$ cat config.mk
export PLATFORM = sky130hd
export DESIGN_NAME = mul_operand_prep_flat
export DESIGN_NICKNAME = d
export VERILOG_FILES = /design/src/mul_pkg.sv /design/src/mul_issue_if.sv /design/src/mul_operand_prep.sv /design/src/flat_wrapper.sv
export SDC_FILE = /design/constraint.sdc
export NUM_CORES = 1
export LEC_CHECK = 0
export BUFFER_PORTS_ARGS = -buffer_cell sky130_fd_sc_hd__buf_2
export CORE_AREA = 2 2 104 106
export DETAILED_ROUTE_END_ITERATION = 6
export DIE_AREA = 0 0 106 108
export GPL_TIMING_DRIVEN = 0
export PLACE_DENSITY = 0.78
export SETUP_SLACK_MARGIN = 0.5
export SLEW_MARGIN = 15
export SYNTH_ARGS = -nofsm -noshare
export SYNTH_HDL_FRONTEND = slang
export SYNTH_SLANG_ARGS = --single-unit
export TNS_END_PERCENT = 10
$ cat constraint.sdc
create_clock -name vclk -period 7.6
set_input_delay 1.52 -clock vclk [all_inputs]
set_output_delay 1.52 -clock vclk [all_outputs]
set_load 0.03 [all_outputs]
$ cat src/mul_pkg.sv
////////////////////////////////////////////////////////////////////////////
// Shared definitions for the multiply unit
// Operation codes, XLEN encoding and the latency limit
////////////////////////////////////////////////////////////////////////////

package mul_pkg;

  //////////////////////////////////////////////////////////////////////////
  // Operation codes
  //////////////////////////////////////////////////////////////////////////

  // Already classified by the decoder
  // OP_OTHER covers every non-multiply instruction
  typedef enum logic [2:0]
  {
    OP_OTHER  = 3'd0,
    OP_MUL    = 3'd1,
    // Upper half, signed x signed
    OP_MULH   = 3'd2,
    // Upper half, signed x unsigned
    OP_MULHSU = 3'd3,
    // Upper half, unsigned x unsigned
    OP_MULHU  = 3'd4,
    // 32 bit multiply, sign extended result, RV64 only
    OP_MULW   = 3'd5
  } mul_op_e;

  //////////////////////////////////////////////////////////////////////////
  // Machine XLEN
  //////////////////////////////////////////////////////////////////////////

  // Same encoding as the MXL field of misa
  // 2'b11 would be RV128, not supported here
  typedef enum logic [1:0]
  {
    RV32I = 2'b01,
    RV64I = 2'b10
  } xlen_e;

  //////////////////////////////////////////////////////////////////////////
  // Latency
  //////////////////////////////////////////////////////////////////////////

  // Extra cycles beyond the result register
  localparam int MAX_LATENCY = 3;

endpackage

$ cat src/mul_issue_if.sv
////////////////////////////////////////////////////////////////////////////
// Issue bus from operand preparation to the multiplier datapath
// Conditioned operands, operation and sign correction flag
////////////////////////////////////////////////////////////////////////////

`timescale 1ns/100ps

interface mul_issue_if #(
  parameter int MXLEN = 64
);
  import mul_pkg::*;

  // Operation, kept for the result select
  mul_op_e            op;
  // Absolute value operands
  logic [MXLEN-1:0]   opa;
  logic [MXLEN-1:0]   opb;
  // Product must be negated
  logic               neg;

  // No handshake, sampled when control raises load
  modport source (output op, output opa, output opb, output neg);
  modport sink   (input  op, input  opa, input  opb, input  neg);

endinterface

$ cat src/mul_operand_prep.sv
////////////////////////////////////////////////////////////////////////////
// Multiply operand preparation
// Absolute value operands, negate flag and legal multiply detection
////////////////////////////////////////////////////////////////////////////

`timescale 1ns/100ps

module mul_operand_prep #(
  parameter int MXLEN = 64
)
(
  input  mul_pkg::mul_op_e   op_i,
  input  mul_pkg::xlen_e     xlen_i,
  input  logic [MXLEN-1:0]   opa_i,
  input  logic [MXLEN-1:0]   opb_i,
  output logic               is_mul_o,
  mul_issue_if.source        iss_o
);
  import mul_pkg::*;

  // Two's complement magnitude
  function automatic logic [MXLEN-1:0] abs_val(input logic [MXLEN-1:0] a);
    return a[MXLEN-1] ? (~a + MXLEN'(1)) : a;
  endfunction

  // Low words sign extended, used by MULW
  logic [MXLEN-1:0] opa_w;
  logic [MXLEN-1:0] opb_w;

  assign opa_w = MXLEN'(signed'(opa_i[31:0]));
  assign opb_w = MXLEN'(signed'(opb_i[31:0]));

  assign iss_o.op = op_i;

  //////////////////////////////////////////////////////////////////////////
  // One unsigned multiply for every form
  //////////////////////////////////////////////////////////////////////////

  // Operand A, unsigned only for MULHU
  always_comb
  begin
    case (op_i)
      OP_MULW:  iss_o.opa = abs_val(opa_w);
      OP_MULHU: iss_o.opa = opa_i;
      default:  iss_o.opa = abs_val(opa_i);
    endcase
  end

  // Operand B, unsigned for MULHSU and MULHU
  always_comb
  begin
    case (op_i)
      OP_MULW:   iss_o.opb = abs_val(opb_w);
      OP_MULHSU: iss_o.opb = opb_i;
      OP_MULHU:  iss_o.opb = opb_i;
      default:   iss_o.opb = abs_val(opb_i);
    endcase
  end

  // Product sign from the signed positions only
  always_comb
  begin
    case (op_i)
      OP_MUL,
      OP_MULH:   iss_o.neg = opa_i[MXLEN-1] ^ opb_i[MXLEN-1];
      OP_MULHSU: iss_o.neg = opa_i[MXLEN-1];
      OP_MULW:   iss_o.neg = opa_i[31] ^ opb_i[31];
      default:   iss_o.neg = 1'b0;
    endcase
  end

  // MULW exists on RV64 only
  always_comb
  begin
    case (op_i)
      OP_MUL, OP_MULH, OP_MULHSU, OP_MULHU: is_mul_o = 1'b1;
      OP_MULW: is_mul_o = (xlen_i == RV64I);
      default: is_mul_o = 1'b0;
    endcase
  end

endmodule

$ cat src/flat_wrapper.sv
// flat-port wrapper written by rule: the top's interface ports become plain ports
module mul_operand_prep_flat import mul_pkg::*;
#(
  parameter int MXLEN = 64
)
  (op_i, xlen_i, opa_i, opb_i, is_mul_o, iss_o_op, iss_o_opa, iss_o_opb, iss_o_neg);
  mul_issue_if #(.MXLEN(MXLEN)) iss_o_i ();
  input  mul_pkg::mul_op_e op_i;
  input  mul_pkg::xlen_e xlen_i;
  input  logic [MXLEN-1:0] opa_i;
  input  logic [MXLEN-1:0] opb_i;
  output logic is_mul_o;
  output wire logic [$bits(iss_o_i.op)-1:0] iss_o_op;
  output wire logic [$bits(iss_o_i.opa)-1:0] iss_o_opa;
  output wire logic [$bits(iss_o_i.opb)-1:0] iss_o_opb;
  output wire logic [$bits(iss_o_i.neg)-1:0] iss_o_neg;
  assign iss_o_op = iss_o_i.op;
  assign iss_o_opa = iss_o_i.opa;
  assign iss_o_opb = iss_o_i.opb;
  assign iss_o_neg = iss_o_i.neg;
  mul_operand_prep #(.MXLEN(MXLEN)) u_core (.op_i(op_i), .xlen_i(xlen_i), .opa_i(opa_i), .opb_i(opb_i), .is_mul_o(is_mul_o), .iss_o(iss_o_i));
endmodule
======== Yosys cells after proc, flatten, opt, wreduce, memory -nomap -nowiden ========
Index checks and enable logic that the tools add are counted.
word-level totals
  output and inout port bits .............. 133
  input bits .............................. 133
  flip-flop bits (word level) ............. 0
  word-level logic and storage cells ...... 27
operators by class
  mux-type cells .......................... 8
  equal/unequal tests ..................... 6
  add/subtract/negate cells ............... 4
  bitwise operators ....................... 6
  reductions and logical operators ........ 3
operator list
  kind                                                                   number
  64-bit by 1-bit adder with 64-bit output, second input constant        4
  64-bit two-way mux                                                     4
  64-bit NOT                                                             4
  64-bit one-hot mux with 2 select lines                                 2
  3-bit by 2-bit equality test with 1-bit output, second input constant  2
  3-bit equality test, second input constant                             2
  2-bit OR reduction                                                     2
  4-bit OR reduction                                                     1
  3-bit by 1-bit equality test with 1-bit output, second input constant  1
  1-bit one-hot mux with 3 select lines                                  1
  2-bit equality test, second input constant                             1
  1-bit one-hot mux with 2 select lines                                  1
  1-bit bitwise XOR                                                      2

======== Depth between registers and ports, before layout ========
  depth after elaboration ................. 4
  depth in mapped cells ................... 9
  depth with buffers taken out ............ 7

======== Worst setup path before layout ========
No wires, ideal clock.
  kind .................................... input to output
  start ................................... in opb_i[35]
  end ..................................... out iss_o_opb[63]
  data required time ...................... 6.080 ns
  path slack .............................. 1.709 ns
  data arrival time ....................... 4.371 ns
  cell stages on the path ................. 6
  buffers on the path ..................... 1
  cell sequence ........................... or4_4 -> or4_4 -> buf_6 -> nor4_4 -> nand4b_1 -> o41ai_1
between the ends
  longest elaborated chain between the ends .. 4
ends and longest elaborated chain
  what                                      line                    RTL
  start: declaration                        flat_wrapper.sv:11      input logic [MXLEN-1:0] opb_i;
  64-bit NOT                                mul_operand_prep.sv:23  return a[MXLEN-1] ? (~a + MXLEN'(1)) : a;
  64-bit by 1-bit adder with 64-bit output  mul_operand_prep.sv:23
  64-bit two-way mux                        mul_operand_prep.sv:23
  64-bit one-hot mux with 2 select lines    mul_operand_prep.sv:52  case (op_i)
  end: declaration                          flat_wrapper.sv:15      output wire logic [$bits(iss_o_i.opb)-1:0] iss_o_opb;
No other way between the ends.

======== Worst setup path after layout ========
  start ................................... in op_i[1]
  end ..................................... out iss_o_opb[17]
between the ends
  longest elaborated chain between the ends .. 3
  elaborated cells between the ends (all ways) .. 5
  classes of those cells .................. eq/ne (3); mux (1); reduce/logical (1)
ends and longest elaborated chain
  what                                                                                          line                    RTL
  start: declaration                                                                            flat_wrapper.sv:8       input mul_pkg::mul_op_e op_i;
  3-bit by 2-bit equality test with 1-bit output / 3-bit equality test (equally long branches)  mul_operand_prep.sv:52
  2-bit OR reduction (no source line)                                                           --
  64-bit one-hot mux with 2 select lines (*)                                                    mul_operand_prep.sv:52
Every way passes the cells marked *; elsewhere a longest branch is shown, timed or not.

==> impl_metrics.tcl <==
set metrics [dict create \
    status "completed" \
    synth_compound_area_frac 0.245 \
    max_stage_delay_ns 0.58 \
    grt_max_degree 11 \
    drv_slew 0 \
    setup.worst_path.start_class "input port" \
    setup_viol 0 \
    maxCapViolations 0 \
    yosysTopAreaCell "xnor2_1" \
    avgSynthCellArea_um2 6.22 \
    synthSimpleGateAreaFrac 0.369 \
    final_cell_area_um2 4880 \
    netlist_instances 545 \
    antenna_cells 0 \
    syn_area_um2 3390 \
    synthMuxAreaShare 0.00886 \
    max_freq_mhz 163 \
    cts_setup_buffers 0 \
    worst-endpoint-required_ns 6.08 \
    worstSetupPathDepth 11 \
    io_pins 266 \
    globalplace.congestion 0.900 \
    antenna_found_initial 0 \
    worstHoldPathType "in2out" \
    synth_fa_ha_area_frac 0.0221 \
    drt-total-wl_um 14800 \
    endpoint "iss_o_opb[17]" \
    synth.most_common_cell "nor2_1" \
    slew-limit-headroom 0.479 \
    vias_per_cell 5.42 \
    crit_top_cell "clkbuf_1" \
    n_sequential_cell 0 \
    grtUsageTotal 0.236 \
    arrival_ns 4.62 \
    holdBufCountCts 0 \
    drt_iter0_markers 354 \
    finalCriticalPeriod_ns 6.14 \
    drt_pass1_iterations 5 \
    synth_cell_types 49 \
    synth_nets 684 \
    end_kind "output port" \
    syn_to_final_growth_pct 44.0 \
    synthXorXnorAreaFrac 0.295 \
    cp_slowest_cell "o21ai_1" \
    ys_warn_count 0 \
    wire_per_inst_um 15.7 \
    finalHoldViolCount 0 \
    dp_hpwl_um 12300 \
    die_h_um 108 \
    regArea_um2 0 \
    port_buffers 263 \
    worstPathMaxFanout 10 \
    finalCritPeriodShare 0.808 \
    path_cells "buf_2, nand2b_1, clkbuf_1, o22ai_1, or2_2, clkbuf_1, o21ai_1, clkbuf_1, o21ai_0, xnor2_1, buf_2" \
    path_buf_inv 5 \
    grt_pass1_wl_um 22400 \
    n_clock_buffer 0 \
    p_per_area_nw_per_um2 103 \
    num_vias 5119 \
    cpLargestDelayFamily "buffers and inverters" \
    die_w_um 106 \
    fin_setup_tns_ns 0 \
    ctsResizeCount 0 \
    num_rows 37 \
    ir_drop_mv 0.0734 \
    overflow 0 \
    drc 0 \
    whs_ns 3.29 \
    die_area_um2 11400 \
    synth.area.top_cells "xnor2_1, xor2_1, nor2_1" \
    startpoint "op_i[1]" \
    synth_top_family_by_area "simple AND/OR/NAND/NOR gates" \
    path_class "in2out" \
    core_um2 10200 \
    layout-drive-gt1-share 0.344 \
    place_area_um2 4880 \
    final_nets 949 \
    synth_top_area_share 0.155 \
    start_util 0.331 \
    grt_pass1_vias 4563 \
    worst_pin_slew_ns 0.774 \
    power_leakage_nw 2.20 \
    rsz0062_at_grt "false" \
    ys_seq_area_frac 0 \
    ys_top_cells_by_count "nor2_1, xnor2_1, xor2_1" \
    ant_nets 0 \
]
per-stage QoR:
step	std cells	utilization	total power [W]	setup WS [ns]
2_1_floorplan	545	-	0.000330	1.71
3_3_place_gp	944	0.477	0.000500	1.53
3_5_place_dp	944	0.477	0.000502	1.51
4_1_cts	944	0.477	0.000504	1.50
5_1_grt	944	0.477	0.000537	1.18
6_report	944	0.477	0.000503	1.46
final cells by class:
cell class / instances / area (um^2)
inverters: 13 / 48.8
plain buffers: 36 / 154
fillers: 1144 / 5350
multi-input cells: 496 / 3190
repair buffers: 263 / 1320
well taps: 136 / 170
power by group:
| group | internal (W) | total [W] | switching (W) |
|---|---|---|---|
| clock network | 0 | 0 | 0 |
| registers | 0 | 0 | 0 |
| logic | 0.000158 | 0.000503 | 0.000345 |
per-layer routing:
layer | part of all wire | vias up | GRT usage
li1 | - | 2505 | -
met1 | 0.42 | 2367 | 0.310
met2 | 0.49 | 231 | 0.422
met3 | 0.083 | 16 | 0.0289
met4 | 0.013 | 0 | 0.0320
met5 | 0 | - | 0
cell families after synthesis:
logic type / after synthesis
AO/OA/AOI/OAI: 132
AND/OR/NAND/NOR: 241
multiplexers: 3
XOR/XNOR: 114
buffers and inverters: 49
adder cells (fa/ha/maj): 6
layout by cell type (no fill, tap or decap), types with 17 or more instances in the layout:
cell type,netlist,layout
nor2_1,91,91
xor2_1,54,54
o31ai_1,21,21
nor3_1,17,17
nor4_1,18,18
buf_2,0,263
nand2_1,33,33
clkbuf_1,30,30
o21ai_0,41,41
a21oi_1,22,22
a31oi_1,19,19
xnor2_1,60,60
worst min path at each step:
| stage | to | cells after the start | startpoint | slack [ns] |
|---|---|---|---|---|
| after floorplan | iss_o_op[0] | 1 | op_i[0] | 3.17 |
| final | iss_o_op[0] | 2 | op_i[0] | 3.29 |
| after detailed placement | iss_o_op[0] | 2 | op_i[0] | 3.29 |
| after global routing | iss_o_op[0] | 2 | op_i[0] | 3.30 |
| after global placement | iss_o_op[0] | 2 | op_i[0] | 3.29 |
| after CTS | iss_o_op[0] | 2 | op_i[0] | 3.29 |
Note: power is estimated with default switching activity, not from simulation.
