### src/mul_pkg.sv
////////////////////////////////////////////////////////////////////////////
// Shared definitions for the multiply unit
// Operation codes, XLEN encoding and the latency limit
////////////////////////////////////////////////////////////////////////////

package mul_pkg;

  //////////////////////////////////////////////////////////////////////////
  // Operation codes
  //////////////////////////////////////////////////////////////////////////

  // Already classified by the decoder
  // OP_OTHER covers every non-multiply instruction
  typedef enum logic [2:0]
  {
    OP_OTHER  = 3'd0,
    OP_MUL    = 3'd1,
    // Upper half, signed x signed
    OP_MULH   = 3'd2,
    // Upper half, signed x unsigned
    OP_MULHSU = 3'd3,
    // Upper half, unsigned x unsigned
    OP_MULHU  = 3'd4,
    // 32 bit multiply, sign extended result, RV64 only
    OP_MULW   = 3'd5
  } mul_op_e;

  //////////////////////////////////////////////////////////////////////////
  // Machine XLEN
  //////////////////////////////////////////////////////////////////////////

  // Same encoding as the MXL field of misa
  // 2'b11 would be RV128, not supported here
  typedef enum logic [1:0]
  {
    RV32I = 2'b01,
    RV64I = 2'b10
  } xlen_e;

  //////////////////////////////////////////////////////////////////////////
  // Latency
  //////////////////////////////////////////////////////////////////////////

  // Extra cycles beyond the result register
  localparam int MAX_LATENCY = 3;

endpackage

### src/mul_ctrl.sv
////////////////////////////////////////////////////////////////////////////
// Multiplier control
// Idle/wait FSM with latency counter, makes load, stall and bubble
////////////////////////////////////////////////////////////////////////////

`timescale 1ns/100ps

module mul_ctrl #(
  parameter int MULT_LATENCY = 2
)
(
  input  logic clk_i,
  input  logic rst_ni,
  input  logic ex_stall_i,
  input  logic mem_stall_i,
  input  logic bubble_i,
  input  logic is_mul_i,
  output logic load_o,
  output logic mul_stall_o,
  output logic mul_bubble_o
);
  import mul_pkg::*;

  localparam int LATENCY  = (MULT_LATENCY > MAX_LATENCY) ? MAX_LATENCY : MULT_LATENCY;
  localparam int CNT_W    = $clog2(MAX_LATENCY);
  localparam int CNT_INIT = (LATENCY > 0) ? LATENCY - 1 : 0;

  if (MULT_LATENCY > MAX_LATENCY)
  begin : g_clip_warn
    $warning("MULT_LATENCY %0d clipped to %0d", MULT_LATENCY, MAX_LATENCY);
  end

  typedef enum logic {ST_IDLE, ST_WAIT} state_e;

  state_e             state;
  logic [CNT_W-1:0]   cnt;

  // Accept a legal multiply while idle and the pipe moves
  assign load_o = (state == ST_IDLE) & ~ex_stall_i & ~bubble_i & is_mul_i;

  always_ff @(posedge clk_i or negedge rst_ni)
  begin
    if (!rst_ni)
    begin
      state        <= ST_IDLE;
      cnt          <= '0;
      mul_stall_o  <= 1'b0;
      mul_bubble_o <= 1'b1;
    end
    else
    begin
      // Result strobe lasts one cycle
      mul_bubble_o <= 1'b1;

      case (state)
        ST_IDLE:
        begin
          if (load_o)
          begin
            if (LATENCY == 0)
              mul_bubble_o <= 1'b0;
            else
            begin
              state       <= ST_WAIT;
              cnt         <= CNT_W'(CNT_INIT);
              mul_stall_o <= 1'b1;
            end
          end
        end

        ST_WAIT:
        begin
          // Counter steps with the pipeline registers
          if (!mem_stall_i)
          begin
            if (cnt != '0)
              cnt <= cnt - 1'b1;
            else
            begin
              state        <= ST_IDLE;
              mul_stall_o  <= 1'b0;
              mul_bubble_o <= 1'b0;
            end
          end
        end

        default: state <= ST_IDLE;
      endcase
    end
  end

endmodule

### config.mk
export PLATFORM = sky130hd
export DESIGN_NAME = mul_ctrl
export DESIGN_NICKNAME = d
export VERILOG_FILES = /design/src/mul_pkg.sv /design/src/mul_ctrl.sv
export SDC_FILE = /design/constraint.sdc
export NUM_CORES = 1
export LEC_CHECK = 0
export BUFFER_PORTS_ARGS = -buffer_cell sky130_fd_sc_hd__clkbuf_2
export CORE_AREA = 4 4 41 43
export DETAILED_ROUTE_END_ITERATION = 10
export DIE_AREA = 0 0 45 47
export GPL_ROUTABILITY_DRIVEN = 0
export PLACE_DENSITY = 0.46
export RECOVER_POWER = 100
export SLEW_MARGIN = 40
export SYNTH_ARGS = -nofsm -noshare
export SYNTH_HDL_FRONTEND = slang
export SYNTH_SLANG_ARGS = --single-unit
### constraint.sdc
create_clock -name clk_i -period 2.05 [get_ports clk_i]
set_clock_uncertainty 0.15 [all_clocks]
set_input_delay 0.205 -clock clk_i [delete_from_list [all_inputs] [get_ports clk_i]]
set_output_delay 0.205 -clock clk_i [all_outputs]
set_load 0.02 [all_outputs]
* Word level (Yosys, flattened, before mapping)
Index checks and enable logic that the tools add are counted.
W data, S select, Z words.
** Word-level totals
- Bits in registers :: 5
- Logic and storage cells :: 31
** Operators by class
- Add/sub/neg operators :: 1
- Equality and inequality tests :: 4
- Bitwise gates (word level) :: 6
- Reductions and logical operators :: 3
- Muxes and demuxes :: 13
** Operator list (count)
- $mux W1 :: 7
- $mux W2 :: 3
- $ne A2 B2 Y1 const B :: 3
- $reduce_and A3 Y1 :: 2
- $pmux W1 S2 :: 2
- $pmux W2 S2 :: 1
- $and A1 B1 Y1 :: 3
- $not A1 Y1 :: 3
- $ne A2 B1 Y1 const B :: 1
- $reduce_bool A2 Y1 :: 1
- $sub A2 B1 Y2 const B :: 1

* Logic depth before layout (Yosys ltp)
Gate-level depths: netlist of run 1.
- Depth after elaboration :: 6
- Mapped depth :: 5
- Depth with buffers taken out :: 5

* Worst setup path after synthesis of run 1
OpenSTA, ideal clock, no wires.
- Kind :: reg-to-reg
- Start :: register state
- End :: register cnt[1]
- Library setup time :: 0.121 ns
- Stages on the path, launching flop included :: 4
- Path slack :: 0.609 ns
- Arrival :: 1.170 ns
- Data required time :: 1.779 ns
- Path through :: dfrtp_1 -> nor4b_4 -> a21oi_2 -> a22o_1
** Between the ends
- Word-level cells in the longest chain between the ends :: 6
** RTL lines
- start: declaration :: line mul_ctrl.sv:35 : state_e state;
- start signal: assignment :: line mul_ctrl.sv:45 : state <= ST_IDLE;
- start signal: assignment :: line mul_ctrl.sv:64 : state <= ST_WAIT;
- start signal: assignment :: line mul_ctrl.sv:80 : state <= ST_IDLE;
- $not A1 Y1
- $and A1 B1 Y1 (3 in a row) :: line mul_ctrl.sv:39 : assign load_o = (state == ST_IDLE) & ~ex_stall_i & ~bubble_i & is_mul_i;
- via load_o :: line mul_ctrl.sv:18 : output logic load_o,
- $ne A2 B2 Y1 (no source line)
- $reduce_and A3 Y1 (no source line)
- end signal: assignment :: line mul_ctrl.sv:65 : cnt <= CNT_W'(CNT_INIT);
- end signal: assignment :: line mul_ctrl.sv:77 : cnt <= cnt - 1'b1;
- end: declaration :: line mul_ctrl.sv:36 : logic [CNT_W-1:0] cnt;
The timed path passes the listed nets, and every way through them passes these cells.
A chain may end at the register's enable or synchronous reset.

* Worst setup path after layout of run 1
- Start :: register state
- End :: output load_o
** Between the ends
- Word-level cells in the longest chain between the ends :: 4
** RTL lines (line)
- $not A1 Y1
- $and A1 B1 Y1 (3 in a row) :: mul_ctrl.sv:39
- end: declaration :: mul_ctrl.sv:18
Every way passes these cells.

==> flow_summary.json, run 1 <==
{
  "finalWirelength_microns": 502,
  "clock_latency_ns": 0.24,
  "yosysTopAreaCell": "dfrtp_1",
  "netlist_area_sq_um": 253,
  "status": "finished clean",
  "diodes": 0,
  "synth_common_cells": "4 x dfrtp_1, 3 x inv_1",
  "drt-met1-wl_microns": 226,
  "syn_inst": 21,
  "dieHeight_microns": 47,
  "die_x_microns": 45,
  "drtIter0Drc": 2,
  "ys_ff_latch": 5,
  "fillers": 148,
  "min_period_ns": 1.72,
  "min_path_type": "in -> reg",
  "wl_met2_microns": 185,
  "htree_levels": 1,
  "path_cells": "nor4b_4, clkbuf_1",
  "vias_per_cell": 4.10,
  "path_clk_slew_ns": 0.04,
  "syn-num-nets": 28,
  "r2r_end": "cnt[0]",
  "max_slew.worst_pin.slew_ns": 0.318,
  "fmax_mhz": 581,
  "core_sq_mm": 0.00130,
  "min_to": "mul_bubble_o",
  "start_util": 0.194,
  "criticalPathCategory": "reg -> out",
  "reg2reg_depth": 5,
  "arrival_ns": 1.37,
  "hold_viol": 0,
  "async_reset_ff_frac": 1.00,
  "cp_top_family": "flip-flops",
  "yosys_warnings": 0,
  "layout-drive-gt1-share": 0.353,
  "grt_pass1_wl_microns": 883,
  "max_cap_viol_count": 0,
  "ys_top_cells_by_area": "dfrtp_1 40%, dfstp_2 10%, nor4b_4 9.4%",
  "end_kind": "output pin",
  "grt_start_max_net_pins": 7,
  "period_share": 0.839,
  "regArea_sq_um": 126,
  "crit_path_max_incr_delay_ns": 0.45,
  "min_from": "mem_stall_i",
  "antenna_found_initial": 0,
  "synth_compound_area_frac": 0.183,
  "cts_tree": "yes",
  "yosysTopAreaCellShare": 0.396,
  "hold_path_depth": 2,
  "slew_violations": 0,
  "num_vias": 201,
  "synth_cell_types": 16,
  "clockBufferDepth": 2,
  "syn2layout_area_growth_pct": 35.6,
  "cp_max_fo": 6,
  "synthXorXnorAreaFrac": 0,
  "synth-edff-count": 0,
  "critPathSlowestCell": "dfrtp_1",
  "placedInstanceArea_sq_um": 312,
  "grt_use_total": 0.0668,
  "peakVddDrop_mv": 0.411,
  "cp.required_ns": 1.69,
  "detail-route-antenna-nets": 0,
  "io-pin-count": 9,
  "cts_root_buf": "clkbuf_4",
  "wl_met3_microns": 82,
  "dr.pass1.iters": 2,
  "p_leak_nw": 0.155,
  "r2r_slack_ns": 0.67,
  "cts_made_buffers": 3,
  "port-buffer-count": 8,
  "r2r_start": "cnt[0]",
  "synth.yosys.seq_area_share": 0.500,
  "nets": 42,
  "multi_input_area_sq_um": 115,
  "rows": 13,
  "rsz0062_at_grt": "false",
  "powerDensity_mw_per_mm2": 1340,
  "syn_avg_cell_area_sq_um": 12.0,
  "ys.flop_type": "dfrtp_1",
  "tns_ns": 0,
  "critical_path_buf_inv_count": 1,
  "route.detailed.drc": 0,
  "fin_area_sq_um": 343,
  "synth-simple-area-share": 0.178,
  "grt-ovfl-total": 0,
  "yosysMostFrequentCell": "dfrtp_1",
  "clock-sinks": 5,
  "synth_fa_ha_area_frac": 0.0495,
  "setup_viol": 0,
  "die_area_sq_mm": 0.00212,
  "highest_layer": "met4",
  "critPathLaunchType": "flop",
  "slew-limit-headroom": 0.787,
  "synthMuxAreaShare": 0.0446,
  "synth_top_family_by_area": "compound AO/OA/AOI/OAI gates",
  "grt_pass1_vias": 212,
  "wl_per_cell_microns": 10.2
}
## cells by family (layout without fill, tap and decap cells)
| family | count (synthesis) | in the layout |
|---|---|---|
| AND/OR/NAND/NOR | 5 | 5 |
| buffers and inverters | 3 | 16 |
| multiplexers | 1 | 1 |
| AO/OA/AOI/OAI | 6 | 6 |
| flip-flops | 5 | 5 |
| adder cells (fa/ha/maj) | 1 | 1 |
## flip-flops by register name, indices dropped and copies added, names as in the netlist
register,flops
cnt,2
state,1
mul_stall_o,1
mul_bubble_o,1
## cells in the final DEF, fill, tap and decap left out, drive strengths merged
cell         Yosys  final
clkbuf           0     12
dfrtp            4      4
inv              3      3
nor4b            1      1
o21ai            1      1
nand2b           1      1
nand3b           1      1
nand2            1      1
o31ai            1      1
a21oi            1      1
a22o             1      1
nor2             1      1
mux2             1      1
a22oi            1      1
a21o             1      1
ha               1      1
dlygate4sd3      0      1
dfstp            1      1
## worst register-to-register path: cells and delay by family, from the launching register on
family / cells / cell delay [ns]
AO/OA/AOI/OAI: 1 / 0.15
buffers and inverters: 1 / 0.08
AND/OR/NAND/NOR: 1 / 0.06
flip-flops: 1 / 0.38
adder cells (fa/ha/maj): 1 / 0.21
multiplexers: 1 / 0.26
## final cells by class
| class | instances | share of cell area |
|---|---|---|
| Multi-Input combinational cell | 13 | 0.336 |
| Inverter | 3 | 0.0328 |
| Timing Repair Buffer | 9 | 0.131 |
| Clock buffer | 4 | 0.0766 |
| Tap cell | 15 | 0.0547 |
| Sequential cell | 5 | 0.369 |
## worst max path at each step
stage	startpoint	to	slack (ns)	cells after the start
2_1_floorplan	state	cnt[1]	0.61	3
3_3_place_gp	state	load_o	0.66	2
3_5_place_dp	state	load_o	0.62	2
4_1_cts	state	load_o	0.36	2
5_1_grt	state	load_o	0.26	2
6_report	state	load_o	0.33	2
## metal layers
metal  GRT usage  vias to the layer above
li1            -                      100
met1      0.0719                       87
met2      0.0819                       12
met3      0.0575                        2
met4      0.0526                        0
met5           0                        -
## report_power, final
part	internal [mW]	leakage (nW)	switching, mW
clock	0.0735	0.0150	0.0389
combinational	0.0780	0.0820	0.0882
sequential	0.141	0.0578	0.0377
## stage by stage
| stage | power [mW] | hold WS, ns | cells | setup slack, ns | util |
|---|---|---|---|---|---|
| CTS | 0.472 | 0.135 | 49 | 0.359 | 0.267 |
| floorplan | 0.302 | -0.241 | 21 | 0.609 | - |
| global placement | 0.351 | -0.125 | 44 | 0.660 | 0.239 |
| finish | 0.458 | 0.141 | 49 | 0.329 | 0.263 |
| global route | 0.499 | 0.165 | 49 | 0.262 | 0.263 |
| detailed placement | 0.351 | -0.123 | 44 | 0.624 | 0.239 |
## timing repair
item	CTS	global route
buffers inserted	0	0
hold endpoints to repair	5	0
hold buffers	1	0
gates resized for setup	0	0
No activity file was read; power rests on OpenSTA's default activity.
==> run 2, diff against run 1 <==
- clock period: 2.05 -> 1.65 ns (I/O delays scaled with it)
==> flow_summary.json, run 2 (same netlist as run 1, synthesis figures left out) <==
{
  "grt_use_total": 0.0668,
  "htree_levels": 1,
  "cts_tree": "yes",
  "final_cell_mix": "5 x clkbuf_2, 4 x clkbuf_4, 4 x clkbuf_1, 4 x dfrtp_1, 3 x inv_1",
  "fillers": 148,
  "fmax_mhz": 636,
  "switchingPower_uw": 202,
  "crit_path_max_incr_delay_ns": 0.44,
  "end_kind": "output pin",
  "r2r_slack_ns": 0.16,
  "min_path_type": "in -> reg",
  "vias_per_cell": 4.08,
  "criticalPathCategory": "reg -> out",
  "die_area_sq_mm": 0.00212,
  "tns_ns": 0,
  "cts_root_buf": "clkbuf_4",
  "max_cap_viol_count": 0,
  "swShare": 0.356,
  "arrival_ns": 1.26,
  "num_vias": 208,
  "fin_area_sq_um": 355,
  "clockBufferDepth": 2,
  "period_share": 0.952,
  "p_int_uw": 366,
  "placedInstanceArea_sq_um": 312,
  "clock-sinks": 5,
  "grt_pass1_wl_microns": 883,
  "final_common_cell": "clkbuf_2",
  "start_util": 0.194,
  "syn2layout_area_growth_pct": 40.6,
  "largest_reg_flops": 2,
  "critPathSlowestCell": "dfrtp_1",
  "port-buffer-count": 8,
  "critical_path_buf_inv_count": 1,
  "largest-register": "cnt",
  "rows": 13,
  "wl_per_cell_microns": 10.1,
  "hold_viol": 0,
  "slew_violations": 0,
  "pwr-share-seq": 0.390,
  "slew-limit-headroom": 0.816,
  "diodes": 0,
  "grt_start_max_net_pins": 7,
  "min_period_ns": 1.57,
  "cts_made_buffers": 3,
  "max_slew.worst_pin.slew_ns": 0.276,
  "cp_top_family": "flip-flops",
  "ctsResizeCount": 0,
  "p_clk_frac": 0.246,
  "critPathLaunchType": "flop",
  "nets": 44,
  "cp.required_ns": 1.33,
  "p_leak_nw": 0.168,
  "peakVddDrop_mv": 0.503,
  "rsz0062_at_grt": "false",
  "grt_pass1_vias": 212,
  "dieHeight_microns": 47,
  "pwr-share-comb": 0.363,
  "powerDensity_mw_per_mm2": 1600,
  "finalWirelength_microns": 517,
  "drtIter0Drc": 4,
  "setup_viol": 0,
  "path_cells": "nor4b_4, clkbuf_2",
  "dr.pass1.iters": 2,
  "core_sq_mm": 0.00130,
  "io-pin-count": 9,
  "antenna_found_initial": 0,
  "clock_latency_ns": 0.24,
  "layout-drive-gt1-share": 0.389,
  "cp_max_fo": 6,
  "path_clk_slew_ns": 0.04,
  "detail-route-antenna-nets": 0,
  "status": "finished clean",
  "grt-ovfl-total": 0,
  "route.detailed.drc": 0,
  "die_x_microns": 45
}
## run 2: changes by cell type in the layout (fill, tap and decap cells not counted)
| cell | delta |
|---|---|
| buf_4 | +1 |
| a21oi_1 | +1 |
| clkbuf_4 | +1 |
| clkbuf_2 | +1 |
| a21oi_2 | -1 |
| clkbuf_1 | -1 |
## run 2: power by group through the flow
stage / registers [mW] / logic, mW / clock network (mW)
global route: 0.227 / 0.231 / 0.160
finish: 0.221 / 0.206 / 0.140
global placement: 0.222 / 0.215 / 0
floorplan: 0.237 / 0.138 / 0
detailed placement: 0.223 / 0.213 / 0
CTS: 0.222 / 0.215 / 0.149
## run 2: cell type report
type	instances	area, sq um	area share
clock buffers	4	26.3	0.0739
inverters	3	11.3	0.0317
multi-input cells	13	111	0.313
flip-flops and latches	5	126	0.356
well taps	15	18.8	0.0528
repair buffers	11	61.3	0.173
## run 2: metal layers
layer / routed length [microns] / vias up / global-route usage
met2: 191 / 12 / 0.0819
met1: 235 / 90 / 0.0719
met3: 81 / 2 / 0.0575
met5: 0 / - / 0
li1: - / 104 / -
met4: 8 / 0 / 0.0526
## run 2: what timing repair did
action,in CTS,in global routing
hold endpoints to repair,5,0
endpoints found under the setup margin,1,1
buffers inserted,0,2
pin swaps,1,1
hold buffers,1,0
## run 2: through the flow
| stage | total power, mW | hold WS [ns] | setup WS (ns) | utilization | instances |
|---|---|---|---|---|---|
| final | 0.567 | 0.0997 | 0.0788 | 0.273 | 51 |
| after global routing | 0.618 | 0.125 | 0.0127 | 0.273 | 51 |
| after CTS | 0.586 | 0.0946 | 0.0603 | 0.267 | 49 |
| after detailed placement | 0.436 | -0.163 | 0.264 | 0.239 | 44 |
| after global placement | 0.437 | -0.165 | 0.262 | 0.239 | 44 |
| after floorplan | 0.375 | -0.281 | 0.209 | - | 21 |
## run 2: worst register-to-register path: cells and delay by family, from the launching register on
family                 cells  cell delay [ns]
DFF                        1             0.44
and+or+nand+nor            1             0.35
AOI/OAI and AO/OA          2             0.24
buffers and inverters      1             0.20
## run 2: worst paths after layout
path,start,end,depth (start not counted)
min in group asynchronous,rst_ni,cnt[1],2
max in group asynchronous,rst_ni,mul_bubble_o,2
min reg2reg,mul_stall_o,mul_stall_o,1
max reg2reg,state,cnt[1],4
max,state,load_o,2
min,mem_stall_i,mul_bubble_o,2
